## src/hdl/lwc_pkg.sv

```systemverilog
// Fixed 32-bit LWC words with a 16-bit segment size; field positions follow the LWC API header
`default_nettype none

package lwc_pkg;

    typedef logic [31:0] word_t;
    typedef logic [15:0] seg_size_t;

    // Instruction and segment type field
    typedef enum logic [3:0] {
        ENC    = 4'b0010,
        DEC    = 4'b0011,
        LDKEY  = 4'b0100,
        ACTKEY = 4'b0111
    } opcode_t;

    typedef enum logic [2:0] {
        KEY  = 3'd0,
        NPUB = 3'd1,
        AD   = 3'd2,
        DATA = 3'd3,
        TAG  = 3'd4
    } seg_kind_t;

    typedef enum logic [2:0] {
        MSG_HEADER = 3'b010,
        TAG_HEADER = 3'b100,
        SUCCESS    = 3'b101,
        VERIFY     = 3'b110
    } do_type_t;

    typedef enum logic [1:0] {
        NONE = 2'd0,
        PDI  = 2'd1,
        SDI  = 2'd2
    } src_t;

    // Header word layout
    localparam int OPCODE_MSB = 31;
    localparam int EOT_BIT    = 25;
    localparam int SIZE_MSB   = 15;

    localparam seg_size_t BYTES_PER_WORD = 4;

    typedef struct packed {
        opcode_t   opcode;
        logic      eot;
        seg_size_t size;
        word_t     data;
    } in_beat_t;

    typedef struct packed {
        seg_kind_t kind;
        logic      last;
        logic      empty;
        word_t     data;
    } cipher_cmd_t;

    typedef struct packed {
        do_type_t  do_type;
        seg_size_t size;
    } do_cmd_t;

endpackage

`default_nettype wire

```

## src/hdl/lwc_controller.sv

```systemverilog
// Command sequencer only; data words reach the cipher inside commands, cipher_done must be a pulse
`timescale 1ns/1ps
`default_nettype none

module lwc_controller (
    input  logic                 clk,
    input  logic                 rst,
    input  lwc_pkg::word_t       pdi_data,
    input  logic                 pdi_valid,
    output logic                 pdi_ready,
    input  lwc_pkg::word_t       sdi_data,
    input  logic                 sdi_valid,
    output logic                 sdi_ready,
    input  logic                 cipher_inst_ready,
    input  logic                 cipher_done,
    output lwc_pkg::cipher_cmd_t cipher_cmd_out,
    output logic                 cipher_cmd_valid,
    input  logic                 cipher_cmd_ready,
    output lwc_pkg::do_cmd_t     do_cmd_out,
    output logic                 do_cmd_valid,
    input  logic                 do_cmd_ready
);

    lwc_pkg::src_t        src;
    logic                 take;
    lwc_pkg::in_beat_t    beat;
    logic                 beat_valid;
    logic                 load;
    logic                 step;
    logic                 is_empty;
    logic                 is_last_word;
    logic                 cipher_push;
    logic                 do_push;
    lwc_pkg::cipher_cmd_t cipher_cmd;
    lwc_pkg::do_cmd_t     do_cmd;
    logic                 cipher_free;
    logic                 do_free;

    lwc_input_port u_input_port (
        .clk        (clk),
        .rst        (rst),
        .pdi_data   (pdi_data),
        .sdi_data   (sdi_data),
        .pdi_valid  (pdi_valid),
        .sdi_valid  (sdi_valid),
        .pdi_ready  (pdi_ready),
        .sdi_ready  (sdi_ready),
        .src        (src),
        .take       (take),
        .beat       (beat),
        .beat_valid (beat_valid)
    );

    lwc_seg_counter u_seg_counter (
        .clk          (clk),
        .rst          (rst),
        .load         (load),
        .step         (step),
        .size         (beat.size),
        .is_empty     (is_empty),
        .is_last_word (is_last_word)
    );

    lwc_sequencer u_sequencer (
        .clk               (clk),
        .rst               (rst),
        .beat              (beat),
        .beat_valid        (beat_valid),
        .src               (src),
        .take              (take),
        .load              (load),
        .step              (step),
        .is_empty          (is_empty),
        .is_last_word      (is_last_word),
        .cipher_inst_ready (cipher_inst_ready),
        .cipher_done       (cipher_done),
        .cipher_free       (cipher_free),
        .do_free           (do_free),
        .cipher_push       (cipher_push),
        .do_push           (do_push),
        .cipher_cmd        (cipher_cmd),
        .do_cmd            (do_cmd)
    );

    lwc_output_stage u_output_stage (
        .clk              (clk),
        .rst              (rst),
        .cipher_push      (cipher_push),
        .do_push          (do_push),
        .cipher_cmd       (cipher_cmd),
        .do_cmd           (do_cmd),
        .cipher_free      (cipher_free),
        .do_free          (do_free),
        .cipher_cmd_out   (cipher_cmd_out),
        .cipher_cmd_valid (cipher_cmd_valid),
        .cipher_cmd_ready (cipher_cmd_ready),
        .do_cmd_out       (do_cmd_out),
        .do_cmd_valid     (do_cmd_valid),
        .do_cmd_ready     (do_cmd_ready)
    );

endmodule

`default_nettype wire

```

## src/hdl/lwc_input_port.sv

```systemverilog
// One-word holding register shared by PDI and SDI; only the source selected by src is accepted
`timescale 1ns/1ps
`default_nettype none

module lwc_input_port (
    input  logic              clk,
    input  logic              rst,
    input  lwc_pkg::word_t    pdi_data,
    input  lwc_pkg::word_t    sdi_data,
    input  logic              pdi_valid,
    input  logic              sdi_valid,
    output logic              pdi_ready,
    output logic              sdi_ready,
    input  lwc_pkg::src_t     src,
    input  logic              take,
    output lwc_pkg::in_beat_t beat,
    output logic              beat_valid
);

    logic           held;
    lwc_pkg::word_t held_word;
    logic           pdi_xfer;
    logic           sdi_xfer;

    // Ready only toward the selected source and only while empty
    assign pdi_ready = (src == lwc_pkg::PDI) && !held;
    assign sdi_ready = (src == lwc_pkg::SDI) && !held;

    assign pdi_xfer = pdi_valid && pdi_ready;
    assign sdi_xfer = sdi_valid && sdi_ready;

    always_ff @(posedge clk or negedge rst) begin
        if (!rst) begin
            held <= 1'b0;
        end else if (pdi_xfer || sdi_xfer) begin
            held <= 1'b1;
        end else if (take) begin
            held <= 1'b0;
        end
    end

    always_ff @(posedge clk) begin
        if (pdi_xfer) begin
            held_word <= pdi_data;
        end else if (sdi_xfer) begin
            held_word <= sdi_data;
        end
    end

    // Header fields, valid whether the word is a header or not
    assign beat.opcode = lwc_pkg::opcode_t'(
        held_word[lwc_pkg::OPCODE_MSB -: $bits(lwc_pkg::opcode_t)]);
    assign beat.eot    = held_word[lwc_pkg::EOT_BIT];
    assign beat.size   = held_word[lwc_pkg::SIZE_MSB:0];
    assign beat.data   = held_word;

    assign beat_valid = held;

endmodule

`default_nettype wire

```

## src/hdl/lwc_output_stage.sv

```systemverilog
// Two one-entry command slots; a slot refills on the same edge its command is accepted
`timescale 1ns/1ps
`default_nettype none

module lwc_output_stage (
    input  logic                 clk,
    input  logic                 rst,
    input  logic                 cipher_push,
    input  logic                 do_push,
    input  lwc_pkg::cipher_cmd_t cipher_cmd,
    input  lwc_pkg::do_cmd_t     do_cmd,
    output logic                 cipher_free,
    output logic                 do_free,
    output lwc_pkg::cipher_cmd_t cipher_cmd_out,
    output logic                 cipher_cmd_valid,
    input  logic                 cipher_cmd_ready,
    output lwc_pkg::do_cmd_t     do_cmd_out,
    output logic                 do_cmd_valid,
    input  logic                 do_cmd_ready
);

    logic cipher_full;
    logic do_full;

    assign cipher_free = !cipher_full || cipher_cmd_ready;
    assign do_free     = !do_full || do_cmd_ready;

    always_ff @(posedge clk or negedge rst) begin
        if (!rst) begin
            cipher_full <= 1'b0;
            do_full     <= 1'b0;
        end else begin
            if (cipher_push) begin
                cipher_full <= 1'b1;
            end else if (cipher_cmd_ready) begin
                cipher_full <= 1'b0;
            end
            if (do_push) begin
                do_full <= 1'b1;
            end else if (do_cmd_ready) begin
                do_full <= 1'b0;
            end
        end
    end

    // Command payloads
    always_ff @(posedge clk) begin
        if (cipher_push) begin
            cipher_cmd_out <= cipher_cmd;
        end
        if (do_push) begin
            do_cmd_out <= do_cmd;
        end
    end

    assign cipher_cmd_valid = cipher_full;
    assign do_cmd_valid     = do_full;

endmodule

`default_nettype wire

```

## src/hdl/lwc_seg_counter.sv

```systemverilog
// Byte counter for one segment; flags come from registers and lag load or step by one cycle
`timescale 1ns/1ps
`default_nettype none

module lwc_seg_counter (
    input  logic               clk,
    input  logic               rst,
    input  logic               load,
    input  logic               step,
    input  lwc_pkg::seg_size_t size,
    output logic               is_empty,
    output logic               is_last_word
);

    lwc_pkg::seg_size_t remaining;
    logic               zero_size;

    always_ff @(posedge clk or negedge rst) begin
        if (!rst) begin
            remaining <= '0;
            zero_size <= 1'b0;
        end else if (load) begin
            remaining <= size;
            zero_size <= (size == '0);
        end else if (step) begin
            // Saturate so a short final word leaves zero
            if (remaining > lwc_pkg::BYTES_PER_WORD) begin
                remaining <= remaining - lwc_pkg::BYTES_PER_WORD;
            end else begin
                remaining <= '0;
            end
        end
    end

    assign is_empty     = zero_size;
    assign is_last_word = (remaining <= lwc_pkg::BYTES_PER_WORD);

endmodule

`default_nettype wire

```

## src/hdl/lwc_sequencer.sv

```systemverilog
// Handles ACTKEY, ENC and DEC only; hash and other opcodes on PDI are dropped silently
`timescale 1ns/1ps
`default_nettype none

module lwc_sequencer (
    input  logic                 clk,
    input  logic                 rst,
    input  lwc_pkg::in_beat_t    beat,
    input  logic                 beat_valid,
    output lwc_pkg::src_t        src,
    output logic                 take,
    output logic                 load,
    output logic                 step,
    input  logic                 is_empty,
    input  logic                 is_last_word,
    input  logic                 cipher_inst_ready,
    input  logic                 cipher_done,
    input  logic                 cipher_free,
    input  logic                 do_free,
    output logic                 cipher_push,
    output logic                 do_push,
    output lwc_pkg::cipher_cmd_t cipher_cmd,
    output lwc_pkg::do_cmd_t     do_cmd
);

    typedef enum logic [3:0] {
        INST,
        KEY_INST,
        HEADER,
        HEADER_DECIDE,
        DATA_WORDS,
        EMPTY_BLOCK,
        TAG_HEADER,
        WAIT_TAG,
        STATUS
    } state_t;

    state_t             state;
    state_t             state_next;
    lwc_pkg::seg_kind_t seg_kind;
    lwc_pkg::seg_kind_t seg_kind_next;
    lwc_pkg::opcode_t   inst_op;
    lwc_pkg::opcode_t   inst_op_next;
    logic               seg_eot;
    logic               seg_eot_next;
    logic               seg_done;
    lwc_pkg::src_t      src_next;

    always_ff @(posedge clk or negedge rst) begin
        if (!rst) begin
            state    <= INST;
            seg_kind <= lwc_pkg::KEY;
            inst_op  <= lwc_pkg::ENC;
            seg_eot  <= 1'b0;
            src      <= lwc_pkg::NONE;
        end else begin
            state    <= state_next;
            seg_kind <= seg_kind_next;
            inst_op  <= inst_op_next;
            seg_eot  <= seg_eot_next;
            src      <= src_next;
        end
    end

    always_comb begin
        state_next       = state;
        seg_kind_next    = seg_kind;
        inst_op_next     = inst_op;
        seg_eot_next     = seg_eot;
        seg_done         = 1'b0;
        take             = 1'b0;
        load             = 1'b0;
        step             = 1'b0;
        cipher_push      = 1'b0;
        do_push          = 1'b0;
        cipher_cmd.kind  = seg_kind;
        cipher_cmd.last  = 1'b0;
        cipher_cmd.empty = 1'b0;
        cipher_cmd.data  = beat.data;
        do_cmd.do_type   = lwc_pkg::MSG_HEADER;
        do_cmd.size      = beat.size;

        case (state)
            INST: begin
                if (beat_valid && cipher_inst_ready) begin
                    take = 1'b1;
                    case (beat.opcode)
                        lwc_pkg::ACTKEY: begin
                            state_next = KEY_INST;
                        end
                        lwc_pkg::ENC, lwc_pkg::DEC: begin
                            inst_op_next  = beat.opcode;
                            seg_kind_next = lwc_pkg::NPUB;
                            state_next    = HEADER;
                        end
                        default: begin
                            state_next = INST;
                        end
                    endcase
                end
            end
            // Key must come as an LDKEY word on SDI
            KEY_INST: begin
                if (beat_valid) begin
                    take = 1'b1;
                    if (beat.opcode == lwc_pkg::LDKEY) begin
                        seg_kind_next = lwc_pkg::KEY;
                        state_next    = HEADER;
                    end else begin
                        state_next = INST;
                    end
                end
            end
            HEADER: begin
                // Message headers also need room for the DO header
                if (beat_valid && (seg_kind != lwc_pkg::DATA || do_free)) begin
                    take         = 1'b1;
                    load         = 1'b1;
                    seg_eot_next = beat.eot;
                    do_push      = (seg_kind == lwc_pkg::DATA);
                    state_next   = HEADER_DECIDE;
                end
            end
            // Counter flags are valid here
            HEADER_DECIDE: begin
                if (is_empty) begin
                    state_next = EMPTY_BLOCK;
                end else begin
                    state_next = DATA_WORDS;
                end
            end
            DATA_WORDS: begin
                if (beat_valid && cipher_free) begin
                    take            = 1'b1;
                    step            = 1'b1;
                    cipher_push     = 1'b1;
                    cipher_cmd.last = is_last_word;
                    seg_done        = is_last_word;
                end
            end
            EMPTY_BLOCK: begin
                if (cipher_free) begin
                    cipher_push      = 1'b1;
                    cipher_cmd.last  = 1'b1;
                    cipher_cmd.empty = 1'b1;
                    cipher_cmd.data  = '0;
                    seg_done         = 1'b1;
                end
            end
            TAG_HEADER: begin
                if (do_free) begin
                    do_push        = 1'b1;
                    do_cmd.do_type = lwc_pkg::TAG_HEADER;
                    do_cmd.size    = '0;
                    state_next     = WAIT_TAG;
                end
            end
            WAIT_TAG: begin
                if (cipher_done) begin
                    state_next = STATUS;
                end
            end
            STATUS: begin
                if (do_free) begin
                    do_push     = 1'b1;
                    do_cmd.size = '0;
                    if (inst_op == lwc_pkg::ENC) begin
                        do_cmd.do_type = lwc_pkg::SUCCESS;
                    end else begin
                        do_cmd.do_type = lwc_pkg::VERIFY;
                    end
                    state_next = INST;
                end
            end
            default: begin
                state_next = INST;
            end
        endcase

        // Next segment kind once the current type ends
        if (seg_done) begin
            if (!seg_eot) begin
                state_next = HEADER;
            end else begin
                case (seg_kind)
                    lwc_pkg::KEY: begin
                        state_next = INST;
                    end
                    lwc_pkg::NPUB: begin
                        seg_kind_next = lwc_pkg::AD;
                        state_next    = HEADER;
                    end
                    lwc_pkg::AD: begin
                        seg_kind_next = lwc_pkg::DATA;
                        state_next    = HEADER;
                    end
                    lwc_pkg::DATA: begin
                        if (inst_op == lwc_pkg::ENC) begin
                            state_next = TAG_HEADER;
                        end else begin
                            seg_kind_next = lwc_pkg::TAG;
                            state_next    = HEADER;
                        end
                    end
                    default: begin
                        state_next = STATUS;
                    end
                endcase
            end
        end
    end

    // Source follows the next state so no word from the wrong bus is taken in
    always_comb begin
        case (state_next)
            INST: begin
                src_next = lwc_pkg::PDI;
            end
            KEY_INST: begin
                src_next = lwc_pkg::SDI;
            end
            HEADER, DATA_WORDS: begin
                if (seg_kind_next == lwc_pkg::KEY) begin
                    src_next = lwc_pkg::SDI;
                end else begin
                    src_next = lwc_pkg::PDI;
                end
            end
            default: begin
                src_next = lwc_pkg::NONE;
            end
        endcase
    end

endmodule

`default_nettype wire

```

## config.mk

```make
export PLATFORM = sky130hd
export DESIGN_NAME = lwc_controller
export DESIGN_NICKNAME = d
export VERILOG_FILES = /design/src/hdl/lwc_pkg.sv /design/src/hdl/lwc_controller.sv /design/src/hdl/lwc_input_port.sv /design/src/hdl/lwc_output_stage.sv /design/src/hdl/lwc_seg_counter.sv /design/src/hdl/lwc_sequencer.sv
export SDC_FILE = /design/constraint.sdc
export NUM_CORES = 1
export LEC_CHECK = 0
export ABC_AREA = 1
export ABC_CLOCK_PERIOD_IN_PS = 2110
export BUFFER_PORTS_ARGS = -buffer_cell sky130_fd_sc_hd__buf_4
export CAP_MARGIN = 20
export CORE_AREA = 2 2 130 132
export CTS_CLUSTER_DIAMETER = 40
export CTS_CLUSTER_SIZE = 20
export DETAILED_ROUTE_END_ITERATION = 10
export DIE_AREA = 0 0 132 134
export GPL_TIMING_DRIVEN = 1
export PLACE_DENSITY_LB_ADDON = 0.3
export REMOVE_ABC_BUFFERS = 1
export SLEW_MARGIN = 5
export SYNTH_ARGS = -nofsm -noshare
export SYNTH_HDL_FRONTEND = slang
export SYNTH_HIERARCHICAL = 1
export SYNTH_SLANG_ARGS = --single-unit
```

## constraint.sdc

```tcl
create_clock -name clk -period 2.11 [get_ports clk]
set_clock_uncertainty 0.15 [all_clocks]
set_input_delay 0.422 -clock clk [delete_from_list [all_inputs] [get_ports clk]]
set_output_delay 0.422 -clock clk [all_outputs]
set_load 0.05 [all_outputs]
```

Word-level counts from Yosys, hierarchy flattened:

Cells that the tools add are included.

* mux-type cells: 57
* shifts and indexed selects: 0
* $add $sub $neg: 1
* multiply operators: 0
* equal/unequal tests: 22
* reductions and logical operators: 31
* div/mod/pow operators: 0
* bitwise gates (word level): 0
* $lt $le $gt $ge: 2

Operators by type and width (number)
* 32-bit two-way mux: 3
* 16-bit two-way mux: 3
* 19-bit two-way mux: 2
* 19-bit one-hot mux with 2 select lines: 1
* 34-bit two-way mux: 1
* 4-bit two-way mux: 8
* 4-bit one-hot mux with 8 select lines: 1
* 4-bit by 3-bit equality test with 1-bit output (second input constant): 7
* 4-bit by 2-bit equality test with 1-bit output (second input constant): 6
* 3-bit two-way mux: 8
* 1-bit two-way mux: 17
* 16-bit by 3-bit greater-than comparator with 1-bit output (second input constant): 1
* 16-bit by 3-bit <= comparator with 1-bit output (second input constant): 1
* 16-bit logical NOT: 1
* 16-bit by 3-bit subtractor with 16-bit output (second input constant): 1
* 4-bit one-hot mux with 3 select lines: 1
* 2-bit nonzero test: 5
* 2-bit OR reduction: 5
* 3-bit one-hot mux with 3 select lines: 1
* 4-bit by 1-bit equality test with 1-bit output (second input constant): 2
* 4-bit logical NOT: 2
* 1-bit one-hot mux with 2 select lines: 4
* 1-bit logical AND: 7
* 3-bit by 2-bit equality test with 1-bit output (second input constant): 2
* other kinds (15): 23

* bits in latches: 0
* memories kept: 0
* logic and storage cells: 130
* ROM bits: 0
* output and inout bits: 60
* bits in writable memories: 0
* register bits: 122
* bits of input ports: 72

Logic depth before layout (Yosys ltp):

Gate-level depths: netlist of the first run.

* word-level depth: 12
* depth in mapped cells: 17
* depth with buffers taken out: 17

Cells and area by module:

The synthesis of the first run kept the hierarchy.

By module, submodules not included
* lwc_input_port: instances 1, area each 1835.5 um^2, sequential area each 985.9 um^2, cells an instance 174
* lwc_output_stage: instances 1, area each 1771.7 um^2, sequential area each 1731.7 um^2, cells an instance 66
* lwc_sequencer: instances 1, area each 1478.9 um^2, sequential area each 351.6 um^2, cells an instance 271
* lwc_seg_counter: instances 1, area each 1295.0 um^2, sequential area each 425.4 um^2, cells an instance 168

Worst setup path before layout of the first run:

Ideal clock, no wire load.

* kind: flip-flop to flip-flop
* from: reg u_output_stage.do_full, in the netlist u_output_stage/do_cmd_valid
* to: reg u_output_stage/do_cmd_out[0] (netlist name)
* path buffers: 0
* setup slack: -462 ps
* stages on the path, launching flop included: 6
* period minus slack after synthesis: 2572 ps
* data arrival time: 2021 ps
* library setup time: 401 ps
* data required time: 1559 ps
* cell sequence: dfrtp_1 -> nand2_2 -> inv_1 -> a21oi_1 -> nand2_1 -> o21bai_1

* longest elaborated chain between the ends: 6
* elaborated cells on any way between the ends: 7
* classes of those cells: mux (3); reduce/logical (4)

RTL lines
* start, declared: line lwc_output_stage.sv:23 `logic do_full;`
* start signal, assigned: line lwc_output_stage.sv:31 `do_full <= 1'b0;`
* start signal, assigned: line lwc_output_stage.sv:39 `do_full <= 1'b1;`
* start signal, assigned: line lwc_output_stage.sv:41 `do_full <= 1'b0;`
* 1-bit logical NOT *: line lwc_output_stage.sv:26 `assign do_free = !do_full || do_cmd_ready;`
* 1-bit logical OR *: line lwc_output_stage.sv:26
* named net do_free: line lwc_controller.sv:37 `logic do_free;`
* 1-bit logical OR: line lwc_sequencer.sv:116 `if (beat_valid && (seg_kind != lwc_pkg::DATA || do_free)) begin`
* 1-bit logical AND: line lwc_sequencer.sv:116
* 1-bit two-way mux: line lwc_sequencer.sv:116
* 1-bit one-hot mux with 2 select lines *: line lwc_sequencer.sv:83 `case (state)`
* named net do_push: line lwc_controller.sv:33 `logic do_push;`

The timed path passes the listed nets; every way through them passes the cells marked *.
A chain may end at the register's enable or synchronous reset.

Worst setup path in the final report of the first run:

* from: reg u_input_port.held, in the netlist u_input_port/beat_valid
* to: out sdi_ready

* longest elaborated chain between the ends: 2

RTL lines
* start, declared: line lwc_input_port.sv:20 `logic held;`
* start signal, assigned: line lwc_input_port.sv:34 `held <= 1'b0;`
* start signal, assigned: line lwc_input_port.sv:36 `held <= 1'b1;`
* start signal, assigned: line lwc_input_port.sv:38 `held <= 1'b0;`
* 1-bit logical NOT: line lwc_input_port.sv:27 `assign sdi_ready = (src == lwc_pkg::SDI) && !held;`
* 1-bit logical AND: line lwc_input_port.sv:27
* end, declared: line lwc_controller.sv:13 `output logic sdi_ready,`

No other way between the ends.

==> impl_results.md, run 1 <==
* Outcome: finished, final reports clean
* WP data required at roughly 1.5 ns
* Largest net degree at the start of global routing at 35
* Drc violations at 0
* Vias in the first global route at roughly 4,700
* Synthesized-area fraction occupied by adder cells at less than 1%
* Number of max-cap violations at 0
* Grt met1 use at 21.5%
* GRT Total Usage at between 10% and 20%
* FF+latch count, synth at ~120
* Synthesized area at roughly 6400 um^2
* Register area at 3500 um^2
* CTS buffer count at 17
* Setup Crit Path Kind: flip-flop to output port
* DR vias at between 4,000 and 5,000
* Worst Tran Pin Value at about 0.47 ns
* Hold Path Cell Cnt at 3
* Root buffer cell: clkbuf_16
* Synth Area in Simple Gates at between 20 and 25%
* Core box area at around 16,000 um^2
* Final setup viols at 0
* Mux cell area share after synthesis at 0%
* Setup TNS at 0 ns
* Routed Wire Length at 15,100 um
* Worst Setup End Kind: output port
* Grt ovf at 0
* Gpl congestion at between 0.8 and 0.9
* CTS Buffer Depth at 2
* Worst Hold End: u_input_port/held_word[30]$_DFFE_PP_
* Reg2reg setup slack at 0.12 ns
* Gr busiest metal: met2
* CTS tree: built
* Psw at roughly 4.7 mW
* Post-synth EDFFs at 88
* Clock-pin slew on the worst setup and hold paths at 0.05 ns
* # rows at 47
* Post-synthesis async set-or-reset flop share at between 20 and 30%
* Sw frac at between 40% and 50%
* Global-route wire length before repair at ~24,000 um
* Worst EP arrival at between 1 and 1.5 ns
* Largest family of logic cells by synthesized area: simple AND/OR/NAND/NOR gates
* Placed instance area at approximately 7500 um^2
* Clock group share of total power at a little under a quarter
* Dominant synthesized flop cell: edfxtp_1
* Post-Synthesis Cells at between 600 and 700
* Met2 Usage GRT at between 20 and 30%
* Crit Path Max Fanout at 5
* Routed Antenna Nets at 0
* First-pass DRT Iterations at 4
* P_int at 6.90 mW
* Crit path time final at 2.00 ns
* Max Slew Vio Count at 0
* Final instance count without filler cells at about 1,100
* Fillers at about 1,500
* Die Span X at ~130 um
* DR vias/cell at 4.66
* Relative slew slack at around two thirds
* DP Wirelength at between 10,000 and 15,000 um
* Dpl cells at 1,016
* Worst r2r src: u_seg_counter/remaining[3]$_DFFE_PN0P_
* Post-Synth XOR/XNOR Area at less than 1%
* Initial antenna violation count at 0
* Synth unique cells at 38
* CTS Sinks at 122
* H-tree levels at 4
* Layout Nets at between 800 and 900
* Final hold violation count at 0
* Die height at 134 um
* WL/cell at approximately 14 um
* Port bufs at 131
* Hold Startpoint: sdi_data[30]
* Hold Path Class: input port to flip-flop
* Area of the multi-input gates at 2130 um^2
* Synth warn at 6
* Combinational power share at about 42%
* Fmax at around 500 MHz
* Synth Area per Inst at around 9.4 um^2
* Share of layout cells above drive strength 1 at approximately a third
* Sequential power share at between 30% and 40%
* Synth Area in Compound Gates at between 5 and 6%
* Crit path launch type: flip-flop
* Initial Utilization at 39.2%
* Reg2Reg Depth at 17
* Pwr per Cell Area at 1410 nW/um^2
* Clock Latency Late Sink at 0.42 ns
* RSZ-0062 raised after global routing: yes
* 1st-iter DRT viols at 364
* I/O Pins at between 100 and 150
* R2R Path End: u_sequencer/src[1]$_DFF_PN0_
* VDD IR max at between 600 and 700 uV
* Setup WS post-layout at 0.105 ns
* Sequential share of the synthesized area at 54.8%
* Layout area overhead at 28.9%
* Pre-CTS WS at -0.0256 ns
* Finished Cell Area at ~8000 um^2
* Final worst-path cycle share at around 95%
* P_leak at roughly 3.9 nW
* DIE AREA at 17,700 um^2
* Worst hold slack at 0.114 ns
* Met3 usage at roughly 4.7%
* Antenna Cells at 0
==> cell usage in the layout (no fill, tap or decap), types with 8 or more instances in the layout <==
cell type | synthesis | routed
inv_2 | 6 | 8
o21ai_0 | 12 | 12
clkbuf_16 | 0 | 17
nor2_2 | 5 | 10
nand3_1 | 28 | 25
nand2_1 | 141 | 138
inv_1 | 111 | 109
nand2_2 | 19 | 21
edfxtp_1 | 88 | 88
o21bai_2 | 10 | 11
nand4_1 | 34 | 34
dfrtp_1 | 33 | 32
o22ai_2 | 8 | 8
buf_4 | 25 | 161
nor2_1 | 93 | 87
==> metal layers <==
layer  share of wire, %  wire, um  vias up
met5                  0         0        -
met4               0.90       136        0
met3                5.8       882       16
met2                 49      7400      145
met1                 44      6680     2304
li1                   -         -     2451
==> stage by stage <==
stage	total power, mW	util (%)
2_1_floorplan	7.05	-
3_3_place_gp	8.64	46.3
3_5_place_dp	8.71	46.3
4_1_cts	11.5	49.8
5_1_grt	12.2	50.5
6_report	11.6	50.5
==> how the worst max path moves through the flow <==
| stage | from | endpoint | slack, ns |
|---|---|---|---|
| floorplan | u_output_stage/do_cmd_valid$_DFFE_PN0P_ | u_output_stage/do_cmd_out[0]$_DFFE_PP_ | -0.46 |
| global placement | u_seg_counter/remaining[3]$_DFFE_PN0P_ | u_sequencer/src[1]$_DFF_PN0_ | 0.04 |
| detailed placement | u_seg_counter/remaining[3]$_DFFE_PN0P_ | u_sequencer/src[0]$_DFF_PN0_ | -0.03 |
| CTS | u_input_port/beat_valid$_DFFE_PN0P_ | pdi_ready | 0.003 |
| global route | u_seg_counter/remaining[2]$_DFFE_PN0P_ | u_sequencer/src[0]$_DFF_PN0_ | -0.02 |
| finish | u_input_port/beat_valid$_DFFE_PN0P_ | sdi_ready | 0.11 |
==> registers in the layout, indices dropped and copies added, names as in the netlist, 2 cells and up <==
signal and cells:
u_output_stage/cipher_cmd_out 37, u_seg_counter/remaining 16, u_sequencer/state 4, u_sequencer/seg_kind 3, u_input_port/held_word 32, u_sequencer/src 2
u_output_stage/do_cmd_out 19, u_sequencer/inst_op 4
==> cell type report <==
type	count	share of cell area, %
Sequential cell	122	42.5
Multi-Input combinational cell	396	25.9
Timing Repair Buffer	167	16.0
Inverter	118	5.41
Clock buffer	18	5.22
Tap cell	220	3.35
Clock inverter	14	1.60
==> critical path, cell delays in order (launching register included) <==
cell and delay, ns:
dfrtp_2 0.45, buf_4 0.17, nor3_1 0.17, buf_4 0.23
==> cell families (layout without fill, tap and decap cells) <==
logic type | count (synthesis) | count (layout)
AOI/OAI and AO/OA | 44 | 44
xor gates and xnor gates | 7 | 7
adders and majority gates | 2 | 2
buffers and inverters | 162 | 317
DFF | 122 | 122
and+or+nand+nor | 342 | 343
==> Yosys cell counts, types with 2 or more instances <==
cell	n	area share, %
edfxtp_1	88	41
ha_1	2	0.39
dfrtp_1	33	13
nor2_4	3	0.53
o22ai_2	8	1.6
nand3_2	3	0.47
o21ai_0	12	0.94
nand3_4	2	0.55
nand2_4	2	0.35
buf_2	4	0.31
a21oi_1	2	0.16
inv_2	6	0.35
buf_6	11	1.9
o21ai_2	3	0.41
nand2_2	19	1.9
nor3_1	8	0.63
xor2_1	6	0.82
o21bai_2	10	1.8
nor2_2	5	0.49
a21oi_2	2	0.27
nand3_1	28	2.2
nand4_1	34	3.3
inv_1	111	6.5
o21bai_1	5	0.59
nor2_1	93	5.5
buf_4	25	2.9
clkbuf_8	3	0.65
nand2_1	141	8.3
==> power groups by stage <==
stage	Combinational [mW]	Sequential [mW]	Clock, mW
final	4.88	3.94	2.75
after global routing	5.33	4.02	2.90
after CTS	4.80	3.92	2.81
after detailed placement	4.75	3.96	0
after global placement	4.71	3.94	0
after floorplan	2.34	4.70	0
==> what timing repair did <==
| action | in CTS | in global routing |
|---|---|---|
| endpoints found under the hold margin | 33 | 0 |
| setup endpoints to repair | 3 | 5 |
| pin swaps | 0 | 9 |
| resized for setup | 2 | 18 |
| hold buffers | 1 | 0 |
| buffers inserted | 0 | 5 |
| gates cloned | 0 | 1 |
Power figures use the tool's default switching activity.
==> run 2: changes to the inputs <==
- REMOVE_ABC_BUFFERS: 1 -> not set
==> run 2 against run 1 <==
Compared with the run above:
- critical endpoint is now pdi_ready
- clock power up 4%
- setup slack worse by 0.049 ns
- worst hold slack better by 0.0015 ns
- critical path depth unchanged
- die area unchanged
- sequential power up 2%
- register-to-register slack worse by 0.02 ns
- routed wire length up 0.77%
- combinational power down 1%
- sequential cell count unchanged
- non-clock buffer count down 4
==> impl_results.md, run 2 (synthesized netlist as in run 1, its figures left out) <==
* Sequential power share at 34.3% (+0.3 points)
* Final setup viols at 0 (unchanged)
* DP Wirelength at 11,000 um (+2.5%)
* DR vias/cell at 4.61 (-1.2%)
* CTS Sinks at 122 (unchanged)
* Grt ovf at 0 (unchanged)
* Clock group share of total power at 24.5% (+0.8 points)
* Final worst-path cycle share at 97.3% (+2.3 points)
* Max Slew Vio Count at 0 (unchanged)
* Sw frac at 39.8% (-0.57 points)
* Finished Cell Area at 8230 um^2 (unchanged)
* R2R Path End: u_sequencer/src[1]$_DFF_PN0_
* Root buffer cell: clkbuf_16
* Routed Wire Length at 15,200 um (+0.77%)
* DIE AREA at 17,700 um^2 (unchanged)
* First-pass DRT Iterations at 4 (unchanged)
* Setup Crit Path Kind: flip-flop to output port
* P_int at 7.04 mW (+2.1%)
* Largest Register: u_output_stage/cipher_cmd_out
* # rows at 47 (unchanged)
* WP data required at 1.54 ns (about the same)
* Share of layout cells above drive strength 1 at 33.8% (+0.042 points)
* Layout Nets at 892 (-0.45%)
* Layout area overhead at 28.9% (unchanged)
* Routed wire length on met2 at 6640 um (-10%)
* Reg2Reg Depth at 16 (-1)
* Worst hold slack at 0.116 ns (+0.00149 ns)
* Psw at 4.65 mW (-0.33%)
* H-tree levels at 4 (unchanged)
* Worst r2r src: u_seg_counter/remaining[2]$_DFFE_PN0P_
* Synthesized Nets at 753
* Crit path from: u_sequencer/src[0]$_DFF_PN0_
* Top sig layer: met4
* Combinational power share at 41.2% (-1.0 points)
* P_leak at 3.90 nW (-0.16%)
* Gpl congestion at 0.886 (+0.31%)
* Vias in the first global route at 4,689 (-0.21%)
* Die height at 134 um (unchanged)
* Initial Utilization at 39.2% (unchanged)
* CTS Buffer Depth at 2 (unchanged)
* Placed instance area at 7510 um^2 (-0.45%)
* CTS buffer count at 17 (unchanged)
* Antenna Cells at 0 (unchanged)
* Clock-pin slew on the worst setup and hold paths at 0.06 ns (about the same)
* Dpl cells at 1,011 (-0.49%)
* Crit Path Max Fanout at 3 (-2)
* Util after Layout at 50.5% (unchanged)
* Relative slew slack at 68.2% (-0.29 points)
* CTS tree: built
* Hold Path Class: input port to flip-flop
* Most common cell after layout, fill and taps aside: buf_4
* Pwr per Cell Area at 1420 nW/um^2 (+1.1%)
* Routed Antenna Nets at 0 (unchanged)
* 1st-iter DRT viols at 272 (-25%)
* Worst setup path endpoint: pdi_ready
* Largest regs: u_output_stage/cipher_cmd_out: 37 flops, u_input_port/held_word: 32 flops, u_output_stage/do_cmd_out: 19 flops
* Most frequent cells in the layout: buf_4, nand2_1, inv_1
* VDD IR max at 729 uV (+21%)
* Number of max-cap violations at 0 (unchanged)
* Worst Tran Pin Value at 0.477 ns (+0.00442 ns)
* Port bufs at 131 (unchanged)
* Initial antenna violation count at 0 (unchanged)
* Fillers at 1,524 (+1.8%)
* Crit path launch type: flip-flop
* Core box area at 16,300 um^2 (unchanged)
* DR vias at 4,840 (-1.5%)
* Worst Setup End Kind: output port
* Global-route wire length before repair at 23,800 um (+0.88%)
* Met1 wire length at 6970 um (+4.3%)
* RSZ-0062 raised after global routing: yes
* Crit path time final at 2.05 ns (+0.0486 ns)
* Clock Latency Late Sink at 0.42 ns (about the same)
* Die Span X at 132 um (unchanged)
* Outcome: finished, final reports clean
* WL/cell at 14.5 um (+1.2%)
* GRT Total Usage at 17.6% (+0.25 points)
* I/O Pins at 132 (unchanged)
* Met3 wire len at 1270 um (+44%)
* Final instance count without filler cells at 1,051 (-0.38%)
* Worst EP arrival at 1.48 ns (+0.05 ns)
* Fmax at 487 MHz (-2.4%)
* Max reg flops at 37 (unchanged)
* Drc violations at 0 (unchanged)
* Largest net degree at the start of global routing at 35 (unchanged)
* Reg2reg setup slack at 0.10 ns (-0.02 ns)
* Final hold violation count at 0 (unchanged)
## run 2: cell types whose count changed in the layout (fill, tap and decap cells not counted), sizes merged
cell | previous run | this run
buf | 166 | 162
bufinv | 2 | 3
clkbuf | 18 | 17
## run 2: worst max-delay path: stages (launching register included)
cell     delay (ns)
dfrtp_1        0.48
inv_2          0.09
nor3_1         0.23
buf_4          0.26
## run 2: what timing repair did
item                                    CTS  global route
setup buffers                             0             6
endpoints found under the hold margin    33             0
endpoints found under the setup margin    0             4
hold buffers                              1             0
resized for setup                         0            21
## run 2: layout make-up
cell class	count	area (um^2)	area share (%)
Sequential cell	122	3500	42.5
Multi-Input combinational cell	396	2130	25.9
Timing Repair Buffer	163	1290	15.7
Inverter	118	445	5.41
Clock buffer	17	425	5.17
Tap cell	220	275	3.35
Clock inverter	15	158	1.92
## run 2: worst min path at each step
stage	slack (ns)	start	end	depth (start not counted)
floorplan	-0.02	rst	u_input_port/beat_valid$_DFFE_PN0P_	0
global placement	0.27	rst	u_output_stage/do_cmd_valid$_DFFE_PN0P_	1
detailed placement	0.27	rst	u_output_stage/do_cmd_valid$_DFFE_PN0P_	1
CTS	0.10	sdi_data[30]	u_input_port/held_word[30]$_DFFE_PP_	3
global route	0.11	sdi_data[15]	u_input_port/held_word[15]$_DFFE_PP_	3
finish	0.12	sdi_data[25]	u_input_port/held_word[25]$_DFFE_PP_	3
## run 2: routing by layer
layer | vias to the layer above | track usage (%)
met4 | 0 | 7.97
met1 | 2211 | 23.6
li1 | 2437 | -
met3 | 24 | 6.42
met2 | 168 | 25.4
met5 | - | 0
## run 2: metrics by stage
step | power, mW | TNS [ns] | setup WS (ns)
after floorplan | 7.46 | -0.0549 | -0.0275
after global placement | 8.63 | 0 | 0.0648
after detailed placement | 8.66 | 0 | 0.0418
after CTS | 11.6 | 0 | 0.0221
after global routing | 12.4 | -0.0818 | -0.0517
final | 11.7 | 0 | 0.0564
## run 2: power by group through the flow
| stage | Sequential, mW | Clock, mW | Combinational (mW) |
|---|---|---|---|
| after floorplan | 4.67 | 0 | 2.78 |
| after global placement | 4.01 | 0 | 4.61 |
| after detailed placement | 4.02 | 0 | 4.63 |
| after CTS | 3.98 | 2.92 | 4.65 |
| after global routing | 4.09 | 3.02 | 5.26 |
| final | 4.01 | 2.86 | 4.82 |
==> run 3: changes to the inputs <==
- PLACE_DENSITY: not set -> 0.67
- PLACE_DENSITY_LB_ADDON: 0.3 -> not set
==> run 3 against run 2 <==
Compared with the run above:
- sequential power fell by 1%
- combinational power increased by 1%
- critical path depth grew 14
- non-clock buffer count increased by 6
- fmax fell by 1.2%
- critical path type is now flip-flop to flip-flop
- largest cell class unchanged
==> impl_results.md, run 3 (synthesized netlist as in run 1, its figures left out) <==
* Fillers at 1,544 (+1.3%)
* Relative slew slack at 68.6% (+0.43 points)
* Most common cell after layout, fill and taps aside: buf_4
* Drc violations at 0 (unchanged)
* Crit path time final at 2.08 ns (+0.0241 ns)
* Outcome: finished, final reports clean
* Crit path from: u_seg_counter/remaining[2]$_DFFE_PN0P_
* Setup Crit Path Kind: flip-flop to flip-flop
* Largest regs: u_output_stage/cipher_cmd_out: 37 flops, u_input_port/held_word: 32 flops, u_output_stage/do_cmd_out: 19 flops
* Initial antenna violation count at 0 (unchanged)
* CTS Buffer Depth at 2 (unchanged)
* Final hold violation count at 0 (unchanged)
* Port bufs at 131 (unchanged)
* Clock Latency Late Sink at 0.42 ns (about the same)
* Final setup viols at 0 (unchanged)
* Die Span X at 132 um (unchanged)
* Most frequent cells in the layout: buf_4, nand2_1, inv_1
* Pre-CTS WS at 0.0383 ns (-0.00354 ns)
* P_leak at 3.92 nW (+0.50%)
* Area of the multi-input gates at 2160 um^2 (+1.2%)
* Largest net degree at the start of global routing at 35 (unchanged)
* Root buffer cell: clkbuf_16
* Total power at 11.5 mW (-1.8%)
* Worst path cell trace: buf_6 > ha_1 > nand2_1 > nand2_1 > nand3_2 > inv_1 > inv_1 > nor2_2 > nand2_4 > nand2_8 > nand2_4 > nand2_4 > nor2_4 > nand3_2 > nand2_2 > nand2_1 > nand2_1
* DR vias/cell at 4.57 (-0.73%)
* GRT Total Usage at 17.7% (+0.13 points)
* Crit path top cell by count: nand2_1
* Hold Path Class: input port to flip-flop
* Worst Tran Pin Value at 0.471 ns (-0.00643 ns)
* DR vias at 4,832 (-0.17%)
* 1st-iter DRT viols at 277 (+1.8%)
* Worst path max stage delay at 0.42 ns (-0.06 ns)
* VDD IR max at 649 uV (-11%)
* CTS buffer count at 17 (unchanged)
* Setup WS post-layout at 0.0323 ns (-0.0241 ns)
* Core box area at 16,300 um^2 (unchanged)
* Reg2reg setup slack at 0.03 ns (-0.07 ns)
* Crit Path Max Fanout at 5 (+2)
* Routed Wire Length at 14,900 um (-1.9%)
* H-tree levels at 4 (unchanged)
* Worst r2r src: u_seg_counter/remaining[2]$_DFFE_PN0P_
* WL/cell at 14.1 um (-2.5%)
* Grt ovf at 0 (unchanged)
* Slowest-stage cell, CP: dfrtp_1
* Top delay family on crit path: simple AND/OR/NAND/NOR gates
* DP Wirelength at 10,800 um (-1.5%)
* Final worst-path cycle share at 98.5% (+1.1 points)
* WP depth at 17 (+14)
* Synthesized Nets at 753 (unchanged)
* # rows at 47 (unchanged)
* Buffers plus inverters on the worst setup path at 3 (+1)
* Worst setup path endpoint: u_sequencer/src[1]$_DFF_PN0_
* Initial Utilization at 39.2% (unchanged)
* CTS Sinks at 122 (unchanged)
* First-pass DRT Iterations at 5 (+1)
* Pwr per Cell Area at 1390 nW/um^2 (-2.0%)
* Max reg flops at 37 (unchanged)
* Max Slew Vio Count at 0 (unchanged)
* Layout Nets at 898 (+0.67%)
* Die height at 134 um (unchanged)
* Share of layout cells above drive strength 1 at 34.3% (+0.47 points)
* Dpl cells at 1,017 (+0.59%)
* R2R Path End: u_sequencer/src[1]$_DFF_PN0_
* Worst EP arrival at 2.28 ns (+0.80 ns)
* Register area at 3500 um^2 (about the same)
* Vias in the first global route at 4,894 (+4.4%)
* CTS tree: built
* Final instance count without filler cells at 1,057 (+0.57%)
* Global-route wire length before repair at 24,100 um (+1.3%)
* Worst Setup End Kind: flip-flop
* I/O Pins at 132 (unchanged)
* Antenna Cells at 0 (unchanged)
* Largest Register: u_output_stage/cipher_cmd_out
* Crit path launch type: flip-flop
* Worst hold slack at 0.119 ns (+0.00283 ns)
* Layout area overhead at 29.1%
* Reg2Reg Depth at 17 (+1)
* Number of max-cap violations at 0 (unchanged)
* Fmax at 481 MHz (-1.2%)
* DIE AREA at 17,700 um^2 (unchanged)
* RSZ-0062 raised after global routing: yes
* Gpl congestion at 0.896 (+1.2%)
* WP data required at 2.31 ns (+0.77 ns)
* Clock-pin slew on the worst setup and hold paths at 0.06 ns (about the same)
* Routed Antenna Nets at 0 (unchanged)
==> run 3: cell type report <==
class                           instances  share of cell area [%]
Clock buffer                           20                    5.30
Clock inverter                         12                    1.23
Inverter                              118                    5.41
Multi-Input combinational cell        396                    26.2
Sequential cell                       122                    42.4
Tap cell                              220                    3.34
Timing Repair Buffer                  169                    16.1
==> run 3: tightest hold or removal path: cells and delay by family <==
kind / cells / cell delay (ns)
buffers and inverters: 1 / 0.08
and+or+nand+nor: 2 / 0.08
==> run 3: routing by layer <==
| layer | track usage, % | up-vias | share of wire (%) |
|---|---|---|---|
| li1 | - | 2455 | - |
| met1 | 20.8 | 2231 | 41 |
| met3 | 5.18 | 20 | 5.2 |
| met4 | 7.25 | 0 | 2.0 |
| met2 | 30.5 | 126 | 52 |
| met5 | 0 | - | 0 |
==> run 3: repair_timing <==
action	in CTS	in global routing
hold endpoints to repair	33	0
pin swaps	0	9
hold buffers	1	0
setup endpoints to repair	2	3
setup buffers	0	6
gates cloned	0	1
gates resized for setup	1	25
==> run 3: through the flow <==
step / setup TNS, ns / instance area, um^2 / utilization [%]
5_1_grt: -0.121 / 8240 / 50.6
3_5_place_dp: 0 / 7540 / 46.3
2_1_floorplan: -0.0549 / 6390 / -
4_1_cts: 0 / 8090 / 49.7
3_3_place_gp: 0 / 7540 / 46.3
6_report: 0 / 8240 / 50.6
==> run 3: power by group <==
part | switching, mW | internal (mW)
Sequential | 0.467 | 3.50
Combinational | 3.15 | 1.74
Clock | 1.02 | 1.61
Total | 4.64 | 6.84
==> run 3: worst min path at each step <==
stage	slack, ns	end	cells past startpoint	from
floorplan	-0.02	u_input_port/beat_valid$_DFFE_PN0P_	0	rst
global placement	0.26	u_seg_counter/remaining[5]$_DFFE_PN0P_	1	rst
detailed placement	0.27	u_output_stage/cipher_cmd_valid$_DFFE_PN0P_	1	rst
CTS	0.10	u_input_port/held_word[23]$_DFFE_PP_	3	sdi_data[23]
global route	0.10	u_input_port/held_word[15]$_DFFE_PP_	3	sdi_data[15]
finish	0.12	u_input_port/held_word[28]$_DFFE_PP_	3	sdi_data[28]
